<file path="config.mk">
export PLATFORM = sky130hd
export DESIGN_NAME = pipe_debug_top
export DESIGN_NICKNAME = d
export VERILOG_FILES = /design/src/design/pipe_pkg.sv /design/src/design/dbg_pkg.sv /design/src/design/dbg_sel_if.sv /design/src/design/pipe_debug_top.sv /design/src/design/dbg_readout_mux.sv /design/src/design/stage_snapshot.sv /design/src/design/dbg_cmd_decoder.sv
export VERILOG_INCLUDE_DIRS = /design/src /design/src/include
export SDC_FILE = /design/constraint.sdc
export NUM_CORES = 1
export LEC_CHECK = 0
export CAP_MARGIN = 20
export CORE_MARGIN = 10
export CORE_UTILIZATION = 62
export CTS_CLUSTER_DIAMETER = 200
export DETAILED_ROUTE_END_ITERATION = 6
export DONT_BUFFER_PORTS = 1
export GPL_TIMING_DRIVEN = 0
export PLACE_DENSITY = 0.78
export SYNTH_ARGS = -nofsm -noshare
export SYNTH_HDL_FRONTEND = slang
export SYNTH_HIERARCHICAL = 1
export SYNTH_SLANG_ARGS = --single-unit
export TNS_END_PERCENT = 50
</file>
<file path="constraint.sdc">
create_clock -name clk -period 16.75 [get_ports clk]
set_input_delay 2.5125 -clock clk [delete_from_list [all_inputs] [get_ports clk]]
set_output_delay 2.5125 -clock clk [all_outputs]
set_load 0.01 [all_outputs]
</file>
<file path="src/include/dbg_params.svh">
`ifndef DBG_PARAMS_SVH
`define DBG_PARAMS_SVH

////////////////////
// debug readout sizes
////////////////////

`define DBG_NUM_STAGES 5   // if, id, ex, mem, wb
`define DBG_WORD_W     32  // one readout word
`define DBG_MAX_FIELDS 8   // words per snapshot bank, worst case

// command code split, stage on top
`define DBG_STAGE_W    3
`define DBG_FIELD_W    4
`define DBG_CODE_W     7   // stage + field

`endif
</file>
<file path="src/design/pipe_pkg.sv">
`include "dbg_params.svh"

package pipe_pkg;

	////////////////////
	// latch word layout
	////////////////////

	typedef logic [`DBG_WORD_W-1:0] word_t;

	// one bank's worth of words, index 0 in the low bits
	typedef logic [`DBG_MAX_FIELDS-1:0][`DBG_WORD_W-1:0] stage_words_t;

	// control word, one byte per group, each right aligned
	typedef struct packed
	{
		logic [7:0] pad;  // always zero
		logic [7:0] exe;
		logic [7:0] mem;
		logic [7:0] wb;
	} ctrl_word_t;

	// register ids plus the two hazard flags in the low byte
	typedef struct packed
	{
		logic [7:0] rs;
		logic [7:0] rt;
		logic [7:0] rd;
		logic [5:0] pad;
		logic       flag_hi;  // pc write on id
		logic       flag_lo;  // if/id write on id
	} regid_word_t;

	// callers zero extend each group to a byte first
	function automatic ctrl_word_t pack_ctrl(
		input logic [7:0] exe,
		input logic [7:0] mem,
		input logic [7:0] wb
	);
		ctrl_word_t w;
		w.pad = 8'h00;
		w.exe = exe;
		w.mem = mem;
		w.wb  = wb;
		return w;
	endfunction

	function automatic regid_word_t pack_regid(
		input logic [7:0] rs,
		input logic [7:0] rt,
		input logic [7:0] rd,
		input logic       flag_hi,
		input logic       flag_lo
	);
		regid_word_t w;
		w.rs      = rs;
		w.rt      = rt;
		w.rd      = rd;
		w.pad     = 6'b0;
		w.flag_hi = flag_hi;
		w.flag_lo = flag_lo;
		return w;
	endfunction

endpackage

</file>
<file path="src/design/dbg_pkg.sv">
`include "dbg_params.svh"

package dbg_pkg;

	////////////////////
	// command protocol
	////////////////////

	// stage code, upper bits of the command
	typedef enum logic [`DBG_STAGE_W-1:0]
	{
		STAGE_IF  = 3'd0,
		STAGE_ID  = 3'd1,
		STAGE_EX  = 3'd2,
		STAGE_MEM = 3'd3,
		STAGE_WB  = 3'd4
	} stage_e;

	// raw command, stage kept as plain bits since 5..7 can arrive
	typedef struct packed
	{
		logic [`DBG_STAGE_W-1:0] stage;
		logic [`DBG_FIELD_W-1:0] field;
	} dbg_cmd_t;

	// valid words per stage, ex keeps its hole at index 2
	localparam int unsigned FIELD_COUNT [`DBG_NUM_STAGES] = '{2, 6, 6, 4, 2};

	// word count of a stage, zero for an unknown stage
	function automatic logic [`DBG_FIELD_W-1:0] field_limit(input logic [`DBG_STAGE_W-1:0] stage);
		logic [`DBG_FIELD_W-1:0] lim;
		lim = '0;
		for (int s = 0; s < `DBG_NUM_STAGES; s++)
		begin
			if (stage == s[`DBG_STAGE_W-1:0])
				lim = `DBG_FIELD_W'(FIELD_COUNT[s]);
		end
		return lim;
	endfunction

endpackage

</file>
<file path="src/design/dbg_sel_if.sv">
`include "dbg_params.svh"

// decoded selection, one cycle after the strobe
interface dbg_sel_if;

	logic                    sel_valid;    // one cycle pulse per command
	dbg_pkg::stage_e         sel_stage;    // only meaningful when legal
	logic [`DBG_FIELD_W-1:0] sel_field;    // word index within the bank
	logic                    sel_illegal;  // bad stage or index past count

	// decoder owns all of it
	modport decoder
	(
		output sel_valid,
		output sel_stage,
		output sel_field,
		output sel_illegal
	);

	// banks only care which word
	modport bank
	(
		input sel_field
	);

	modport mux
	(
		input sel_valid,
		input sel_stage,
		input sel_field,
		input sel_illegal
	);

endinterface

</file>
<file path="src/design/pipe_debug_top.sv">
`include "dbg_params.svh"

module pipe_debug_top
(
	input  logic                   clk,
	input  logic                   rst,
	input  logic                   cmd_valid,
	input  logic [`DBG_CODE_W-1:0] cmd_code,
	input  logic                   freeze,

	// fetch
	input  logic [31:0]            if_pc,
	input  logic [31:0]            if_instr,
	// decode
	input  logic [4:0]             id_wb,
	input  logic [1:0]             id_mem,
	input  logic [5:0]             id_exe,
	input  logic [31:0]            id_pc,
	input  logic [31:0]            id_reg_a,
	input  logic [31:0]            id_reg_b,
	input  logic [31:0]            id_instr_ls,
	input  logic [4:0]             id_rs,
	input  logic [4:0]             id_rt,
	input  logic [4:0]             id_rd,
	input  logic                   id_pc_write,
	input  logic                   id_if_id_write,
	// execute
	input  logic [4:0]             ex_wb,
	input  logic [2:0]             ex_mem,
	input  logic [31:0]            ex_pc_jump,
	input  logic [31:0]            ex_alu_result,
	input  logic                   ex_alu_zero,
	input  logic [31:0]            ex_reg_b,
	input  logic [4:0]             ex_regf_wreg,
	// memory
	input  logic [4:0]             mem_wb,
	input  logic                   mem_pc_sel,
	input  logic [31:0]            mem_regf_wd,
	input  logic [31:0]            mem_alu_result,
	input  logic [4:0]             mem_regf_wreg,
	// write back
	input  logic                   wb_regf_wr,
	input  logic [31:0]            wb_regf_wd,

	output logic [`DBG_WORD_W-1:0] out_data,
	output logic                   out_valid,
	output logic                   cmd_error
);

	pipe_pkg::stage_words_t latch_words [`DBG_NUM_STAGES];
	pipe_pkg::word_t        stage_word  [`DBG_NUM_STAGES];

	dbg_sel_if sel_if ();

	////////////////////
	// latch packing
	////////////////////

	always_comb
	begin
		latch_words = '{default: '0};  // unused slots stay zero

		latch_words[0][0] = if_pc;
		latch_words[0][1] = if_instr;

		latch_words[1][0] = pipe_pkg::pack_ctrl({2'b0, id_exe}, {6'b0, id_mem}, {3'b0, id_wb});
		latch_words[1][1] = id_pc;
		latch_words[1][2] = id_reg_a;
		latch_words[1][3] = id_reg_b;
		latch_words[1][4] = id_instr_ls;
		latch_words[1][5] = pipe_pkg::pack_regid({3'b0, id_rs}, {3'b0, id_rt}, {3'b0, id_rd},
			id_pc_write, id_if_id_write);

		// ex has no exe group, and index 2 stays a hole
		latch_words[2][0] = pipe_pkg::pack_ctrl(8'h00, {5'b0, ex_mem}, {3'b0, ex_wb});
		latch_words[2][1] = ex_pc_jump;
		latch_words[2][3] = ex_alu_result;
		latch_words[2][4] = ex_reg_b;
		latch_words[2][5] = {16'b0, 7'b0, ex_alu_zero, 3'b0, ex_regf_wreg};  // flag byte, reg byte

		latch_words[3][0] = pipe_pkg::pack_ctrl(8'h00, 8'h00, {3'b0, mem_wb});
		latch_words[3][1] = mem_regf_wd;
		latch_words[3][2] = mem_alu_result;
		latch_words[3][3] = {16'b0, 7'b0, mem_pc_sel, 3'b0, mem_regf_wreg};

		latch_words[4][0] = wb_regf_wd;
		latch_words[4][1] = {31'b0, wb_regf_wr};
	end

	////////////////////
	// blocks
	////////////////////

	dbg_cmd_decoder dbg_cmd_decoder_i
	(
		.clk       (clk),
		.rst       (rst),
		.cmd_valid (cmd_valid),
		.cmd_code  (cmd_code),
		.sel       (sel_if)
	);

	// one bank per stage, sized from the command table
	for (genvar g = 0; g < `DBG_NUM_STAGES; g++)
	begin : g_stage
		stage_snapshot #(
			.NUM_WORDS (dbg_pkg::FIELD_COUNT[g])
		) stage_snapshot_i
		(
			.clk         (clk),
			.rst         (rst),
			.freeze      (freeze),
			.latch_words (latch_words[g]),
			.sel         (sel_if),
			.word        (stage_word[g])
		);
	end

	dbg_readout_mux dbg_readout_mux_i
	(
		.clk        (clk),
		.rst        (rst),
		.stage_word (stage_word),
		.sel        (sel_if),
		.out_data   (out_data),
		.out_valid  (out_valid),
		.cmd_error  (cmd_error)
	);

endmodule

</file>
<file path="src/design/dbg_readout_mux.sv">
`include "dbg_params.svh"

module dbg_readout_mux
(
	input  logic                   clk,
	input  logic                   rst,
	input  pipe_pkg::word_t        stage_word [`DBG_NUM_STAGES],  // one per bank
	dbg_sel_if.mux                 sel,
	output logic [`DBG_WORD_W-1:0] out_data,
	output logic                   out_valid,
	output logic                   cmd_error
);

	pipe_pkg::word_t picked;

	////////////////////
	// stage pick
	////////////////////

	always_comb
	begin
		picked = '0;  // unknown code answers zero
		if (!sel.sel_illegal)
		begin
			case (sel.sel_stage)
				dbg_pkg::STAGE_IF:  picked = stage_word[0];
				dbg_pkg::STAGE_ID:  picked = stage_word[1];
				dbg_pkg::STAGE_EX:  picked = stage_word[2];
				dbg_pkg::STAGE_MEM: picked = stage_word[3];
				dbg_pkg::STAGE_WB:  picked = stage_word[4];
				default:            picked = '0;
			endcase
		end
	end

	////////////////////
	// output regs
	////////////////////

	always_ff @(posedge clk or posedge rst)
	begin
		if (rst)
		begin
			out_data  <= '0;
			out_valid <= 1'b0;
			cmd_error <= 1'b0;
		end
		else
		begin
			out_valid <= sel.sel_valid;                  // one pulse per read
			cmd_error <= sel.sel_valid & sel.sel_illegal;
			if (sel.sel_valid)
				out_data <= picked;  // held between reads
		end
	end

	// an error never shows without its zero word
	a_error_has_zero_word : assert property
	(
		@(posedge clk) disable iff (rst)
		cmd_error |-> (out_valid && out_data == '0)
	);

endmodule

</file>
<file path="src/design/stage_snapshot.sv">
`include "dbg_params.svh"

module stage_snapshot #(
	parameter int NUM_WORDS = 2  // valid words of this stage
)
(
	input  logic                    clk,
	input  logic                    rst,
	input  logic                    freeze,       // high holds the picture
	input  pipe_pkg::stage_words_t  latch_words,  // live latch, packed by top
	dbg_sel_if.bank                 sel,
	output logic [`DBG_WORD_W-1:0]  word
);

	logic [`DBG_WORD_W-1:0] snap [NUM_WORDS];

	////////////////////
	// capture
	////////////////////

	always_ff @(posedge clk or posedge rst)
	begin
		if (rst)
		begin
			for (int i = 0; i < NUM_WORDS; i++)
				snap[i] <= '0;  // clean picture after reset
		end
		else if (!freeze)
		begin
			// follow the latch every cycle
			for (int i = 0; i < NUM_WORDS; i++)
				snap[i] <= latch_words[i];
		end
	end

	////////////////////
	// word select
	////////////////////

	always_comb
	begin
		word = '0;  // index past the bank reads zero
		for (int i = 0; i < NUM_WORDS; i++)
		begin
			if (sel.sel_field == i[`DBG_FIELD_W-1:0])
				word = snap[i];
		end
	end

	// top packing and FIELD_COUNT must agree: nothing live above the count
	a_no_word_past_count : assert property
	(
		@(posedge clk) disable iff (rst)
		!freeze |-> ((latch_words >> (NUM_WORDS * `DBG_WORD_W)) == '0)
	);

endmodule

</file>
<file path="src/design/dbg_cmd_decoder.sv">
`include "dbg_params.svh"

module dbg_cmd_decoder
(
	input  logic                   clk,
	input  logic                   rst,
	input  logic                   cmd_valid,  // one cycle strobe from host
	input  logic [`DBG_CODE_W-1:0] cmd_code,
	dbg_sel_if.decoder             sel
);

	dbg_pkg::dbg_cmd_t       cmd;
	logic                    bad_stage;
	logic                    bad_field;
	logic                    illegal;
	logic [`DBG_FIELD_W-1:0] limit;

	////////////////////
	// code check
	////////////////////

	assign cmd = dbg_pkg::dbg_cmd_t'(cmd_code);  // stage on top, field below

	always_comb
	begin
		limit     = dbg_pkg::field_limit(cmd.stage);  // 0 for stage 5..7
		bad_stage = (cmd.stage >= `DBG_STAGE_W'(`DBG_NUM_STAGES));
		bad_field = (cmd.field >= limit);
		// ex index 2 passes here, bank returns zero for it
		illegal   = bad_stage | bad_field;
	end

	////////////////////
	// selection regs
	////////////////////

	// control, cleared on reset
	always_ff @(posedge clk or posedge rst)
	begin
		if (rst)
		begin
			sel.sel_valid   <= 1'b0;
			sel.sel_illegal <= 1'b0;
		end
		else
		begin
			sel.sel_valid   <= cmd_valid;
			sel.sel_illegal <= cmd_valid & illegal;  // pulse with valid
		end
	end

	// payload, held until the next strobe
	always_ff @(posedge clk)
	begin
		if (cmd_valid)
		begin
			if (illegal)
			begin
				// park on a harmless word, mux zeroes it anyway
				sel.sel_stage <= dbg_pkg::STAGE_IF;
				sel.sel_field <= '0;
			end
			else
			begin
				sel.sel_stage <= dbg_pkg::stage_e'(cmd.stage);
				sel.sel_field <= cmd.field;
			end
		end
	end

	// a legal pick always lands inside its stage's bank
	a_legal_sel_in_bank : assert property
	(
		@(posedge clk) disable iff (rst)
		(sel.sel_valid && !sel.sel_illegal) |->
			(sel.sel_field < dbg_pkg::field_limit(sel.sel_stage))
	);

endmodule

</file>
==> PnR_summary.wiki <==
{| class="wikitable"
! Metric !! Value
|-
| Reg-to-reg critical path endpoint || dbg_readout_mux_i/out_data[9]$_DFFE_PP0P_
|-
| Highest routed metal layer || met5
|-
| Cell-internal power || 3036 µW
|-
| Total number of vias || 22050
|-
| Termination of the worst setup path || out_data[29]
|-
| Metal3 WL || 9066 µm
|-
| Number of buffers on the longest clock path || 3
|-
| TritonCTS clock tree || built
|-
| Routed length per instance || 27.60 µm
|-
| Min cycle time layout || 3.693 ns
|-
| Post-synthesis cell type with the largest combined area || sky130_fd_sc_hd__dfrtp_1
|-
| Total CTS buffers || 72
|-
| Overall routed net length || 98620 µm
|-
| Area of the mapped netlist || 32380 µm²
|-
| Switching Power || 1063 µW
|-
| Initial Utilization || 62.87%
|-
| Number of enable-type register cells in the synthesized netlist || 7
|-
| Pin count of the biggest net entering global routing || 134
|-
| Overall power of the completed layout || 4099 µW
|-
| Hold-fix buffer count after cts || 0
|-
| Unique cell type count in the Yosys netlist || 52
|-
| Critical-path maximum fanout || 2
|-
| Clock network fraction of total power || 40.0%
|-
| I/O Pins || 485
|-
| Class of the worst hold path || reg -> reg
|-
| Routed vias/inst || 6.172
|-
| Pre-Repair DR Iteration Count || 5
|-
| Worst Setup Slack, final || 13.06 ns
|-
| Register bit total from synthesis || 683
|-
| Wire length of the first global-routing pass || 144500 µm
|-
| Tightest hold margin || 0.4887 ns
|-
| Final worst-path cycle share || 22.05%
|-
| Worst path depth || 0
|-
| PD cells || 111.6 nW/µm²
|-
| Worst Setup Path Type || reg -> out
|-
| Post-Layout Inst Area || 36730 µm²
|-
| Slew HR || 22.82%
|-
| Num rows || 83
|-
| Total of endpoints with negative setup slack in the final report || 0
|-
| Highest clock rate || 0.2708 GHz
|-
| Fin Setup TNS || 0 ns
|-
| Number of warnings printed during yosys synthesis || 6
|-
| Number of max-slew violations in the final report || 0
|-
| H-tree depth reported by CTS || 3
|-
| Worst Tran Pin Value || 1.158 ns
|-
| Seq/Total Area, Yosys || 52.88%
|-
| Post_cts resized || 0
|-
| DRC || 0
|-
| R2r worst-path depth || 9
|-
| Post-placement cell area || 34150 µm²
|-
| Highest-count cells in the layout ignoring fill and taps || sky130_fd_sc_hd__dfrtp_1, sky130_fd_sc_hd__mux2_2, sky130_fd_sc_hd__conb_1
|-
| Lkg Pwr || 0.01586 µW
|-
| Placer Congestion || 0.9428
|-
| Critical Path Source || dbg_readout_mux_i/out_data[29]$_DFFE_PP0P_
|-
| Final global-route overflow total || 0
|-
| Yosys top cell area share || 52.24%
|-
| Antenna violations before repair || 75
|-
| RSZ-0062 raised after global routing || no
|-
| Worst setup slack for register-to-register paths || 13.19 ns
|-
| Area of the die || 61770 µm²
|-
| Post-Route Skew || 0.01226 ns
|-
| Sequential Power Share || 46.8%
|-
| Nature of the critical path startpoint || flop
|-
| Top cells by area, synth || sky130_fd_sc_hd__dfrtp_1, sky130_fd_sc_hd__mux2_2, sky130_fd_sc_hd__mux2i_1, sky130_fd_sc_hd__nand2b_1, sky130_fd_sc_hd__buf_2
|-
| CTS sink count || 683
|-
| Chip width || 248.5 µm
|-
| Combinational share of power || 13.2%
|-
| Run status || finished clean
|-
| Clk root buf || sky130_fd_sc_hd__clkbuf_16
|-
| Number of antenna-violating nets in the routed design || 0
|-
| Routed length on met2 || 46930 µm
|-
| GRT Overall Usage || 30.94%
|-
| Maximum vdd drop || 81.16 µV
|-
| Worst slack at placement || 12.66 ns
|-
| Most common cell after layout, fill and taps aside || sky130_fd_sc_hd__dfrtp_1
|-
| Arrival time reported for the critical path endpoint || 1.18 ns
|-
| Area overhead of the layout relative to synthesis || 13.41%
|-
| Detailed-routing wirelength on met1 || 38820 µm
|-
| Share of synthesized registers carrying an async set or reset || 98.98%
|-
| Worst setup EP type || primary output
|-
| Count of buffers from port buffering || 0
|-
| Reg2reg start || dbg_cmd_decoder_i/sel.sel_field[1]$_SDFFCE_PP0P_
|-
| Area of the core || 51510 µm²
|-
| Clock latency reported for the late side of the worst-skew pair || 0.62 ns
|-
| Die Height || 248.5 µm
|-
| Share of post-route cells with drive strength above 1 || 34.25%
|-
| Violation count after the first detailed-route iteration || 1773
|-
| Final hold violations || 0
|-
| Cell count after synthesis || 2504
|-
| Required time of the critical path || 14.24 ns
|-
| Switching Fraction || 25.94%
|-
| Syn Area/Cell || 12.93 µm²
|-
| Final Net Count || 3236
|-
| Clock transition at path regs || 0.06 ns
|-
| Vias in the first global route || 22670
|-
| Placed wire-length estimate after detailed placement || 75350 µm
|-
| Flip-flop cell with the highest count after synthesis || sky130_fd_sc_hd__dfrtp_1
|-
| Max Cap Viol || 0
|-
| Post-CTS Setup Repair Bufs || 0
|}
==> power groups by stage <==
stage	Combinational, µW	Sequential (µW)	Clock [µW]
floorplan	401	1900	0
global placement	505	1930	0
detailed placement	529	1940	0
CTS	534	1920	1660
global route	580	1930	1730
finish	539	1920	1640
==> per-layer routing <==
layer / GRT usage, % / vias up
met3: 10.75 / 241
met2: 49.16 / 903
met4: 11.38 / 48
met5: 0 / -
li1: - / 9507
met1: 38.53 / 11350
==> worst min path at each step <==
| stage | end | slack, ns | from | cells past startpoint |
|---|---|---|---|---|
| floorplan | dbg_readout_mux_i/out_valid$_DFF_PP0_ | 0.45 | dbg_cmd_decoder_i/sel.sel_valid$_DFF_PP0_ | 0 |
| global placement | g_stage[4].stage_snapshot_i/snap[26]$_DFFE_PP0N_ | 0.47 | g_stage[4].stage_snapshot_i/snap[26]$_DFFE_PP0N_ | 1 |
| detailed placement | g_stage[0].stage_snapshot_i/snap[63]$_DFFE_PP0N_ | 0.48 | g_stage[0].stage_snapshot_i/snap[63]$_DFFE_PP0N_ | 1 |
| CTS | g_stage[0].stage_snapshot_i/snap[28]$_DFFE_PP0N_ | 0.49 | g_stage[0].stage_snapshot_i/snap[28]$_DFFE_PP0N_ | 1 |
| global route | g_stage[0].stage_snapshot_i/snap[28]$_DFFE_PP0N_ | 0.50 | g_stage[0].stage_snapshot_i/snap[28]$_DFFE_PP0N_ | 1 |
| finish | g_stage[0].stage_snapshot_i/snap[28]$_DFFE_PP0N_ | 0.49 | g_stage[0].stage_snapshot_i/snap[28]$_DFFE_PP0N_ | 1 |
==> synth_stat cells (all sizes together) (5+ instances only) <==
cell    count
inv        36
a21oi      93
a22oi      61
nand2b     89
mux2i     162
o22ai      32
a221o      30
clkbuf     45
nand3b     11
a221oi     26
edfxtp      7
o221ai     32
nor2       71
a222oi      6
nor2b       5
a21o       31
buf       152
o21ai      97
dfrtp     676
mux2      678
nor3       27
nand2     103
nor3b       6
==> state kept, by name, indices dropped and copies added (netlist names) <==
name / flops
dbg_cmd_decoder_i/sel.sel_field: 4
dbg_readout_mux_i/cmd_error: 1
dbg_cmd_decoder_i/sel.sel_valid: 1
dbg_cmd_decoder_i/sel.sel_stage: 3
dbg_readout_mux_i/out_valid: 1
dbg_readout_mux_i/out_data: 32
g_stage.stage_snapshot_i/snap: 640
dbg_cmd_decoder_i/sel.sel_illegal: 1
==> cell families (layout without fill, tap and decap cells) <==
group                      Yosys count  in the layout  share of synthesized area [%]
muxes                              840            840                          28.58
other                                2            253                        0.02319
and+or+nand+nor                    333            333                          5.359
buffers and inverters              233            371                          4.018
adders and majority gates            2              2                        0.07726
AOI/OAI and AO/OA                  411            411                          9.056
DFF                                683            683                          52.88
==> final cells by class <==
| class | count | area, µm² |
|---|---|---|
| Fill cell | 3634 | 14780 |
| Buffer | 197 | 1166 |
| Antenna cell | 52 | 130.1 |
| Tap cell | 680 | 850.8 |
| Sequential cell | 683 | 17130 |
| Multi-Input combinational cell | 1787 | 14700 |
| Clock buffer | 107 | 2227 |
| Clock inverter | 25 | 224.0 |
| Inverter | 36 | 155.1 |
| Timing Repair Buffer | 6 | 142.6 |
==> per-stage QoR <==
| step | utilization, % | instances |
|---|---|---|
| final | 71.30 | 3573 |
| after global routing | 71.18 | 3548 |
| after detailed placement | 66.29 | 3389 |
| after global placement | 65.97 | 3383 |
| after CTS | 71.05 | 3521 |
| after floorplan | - | 2703 |
Power figures use the tool's default switching activity.
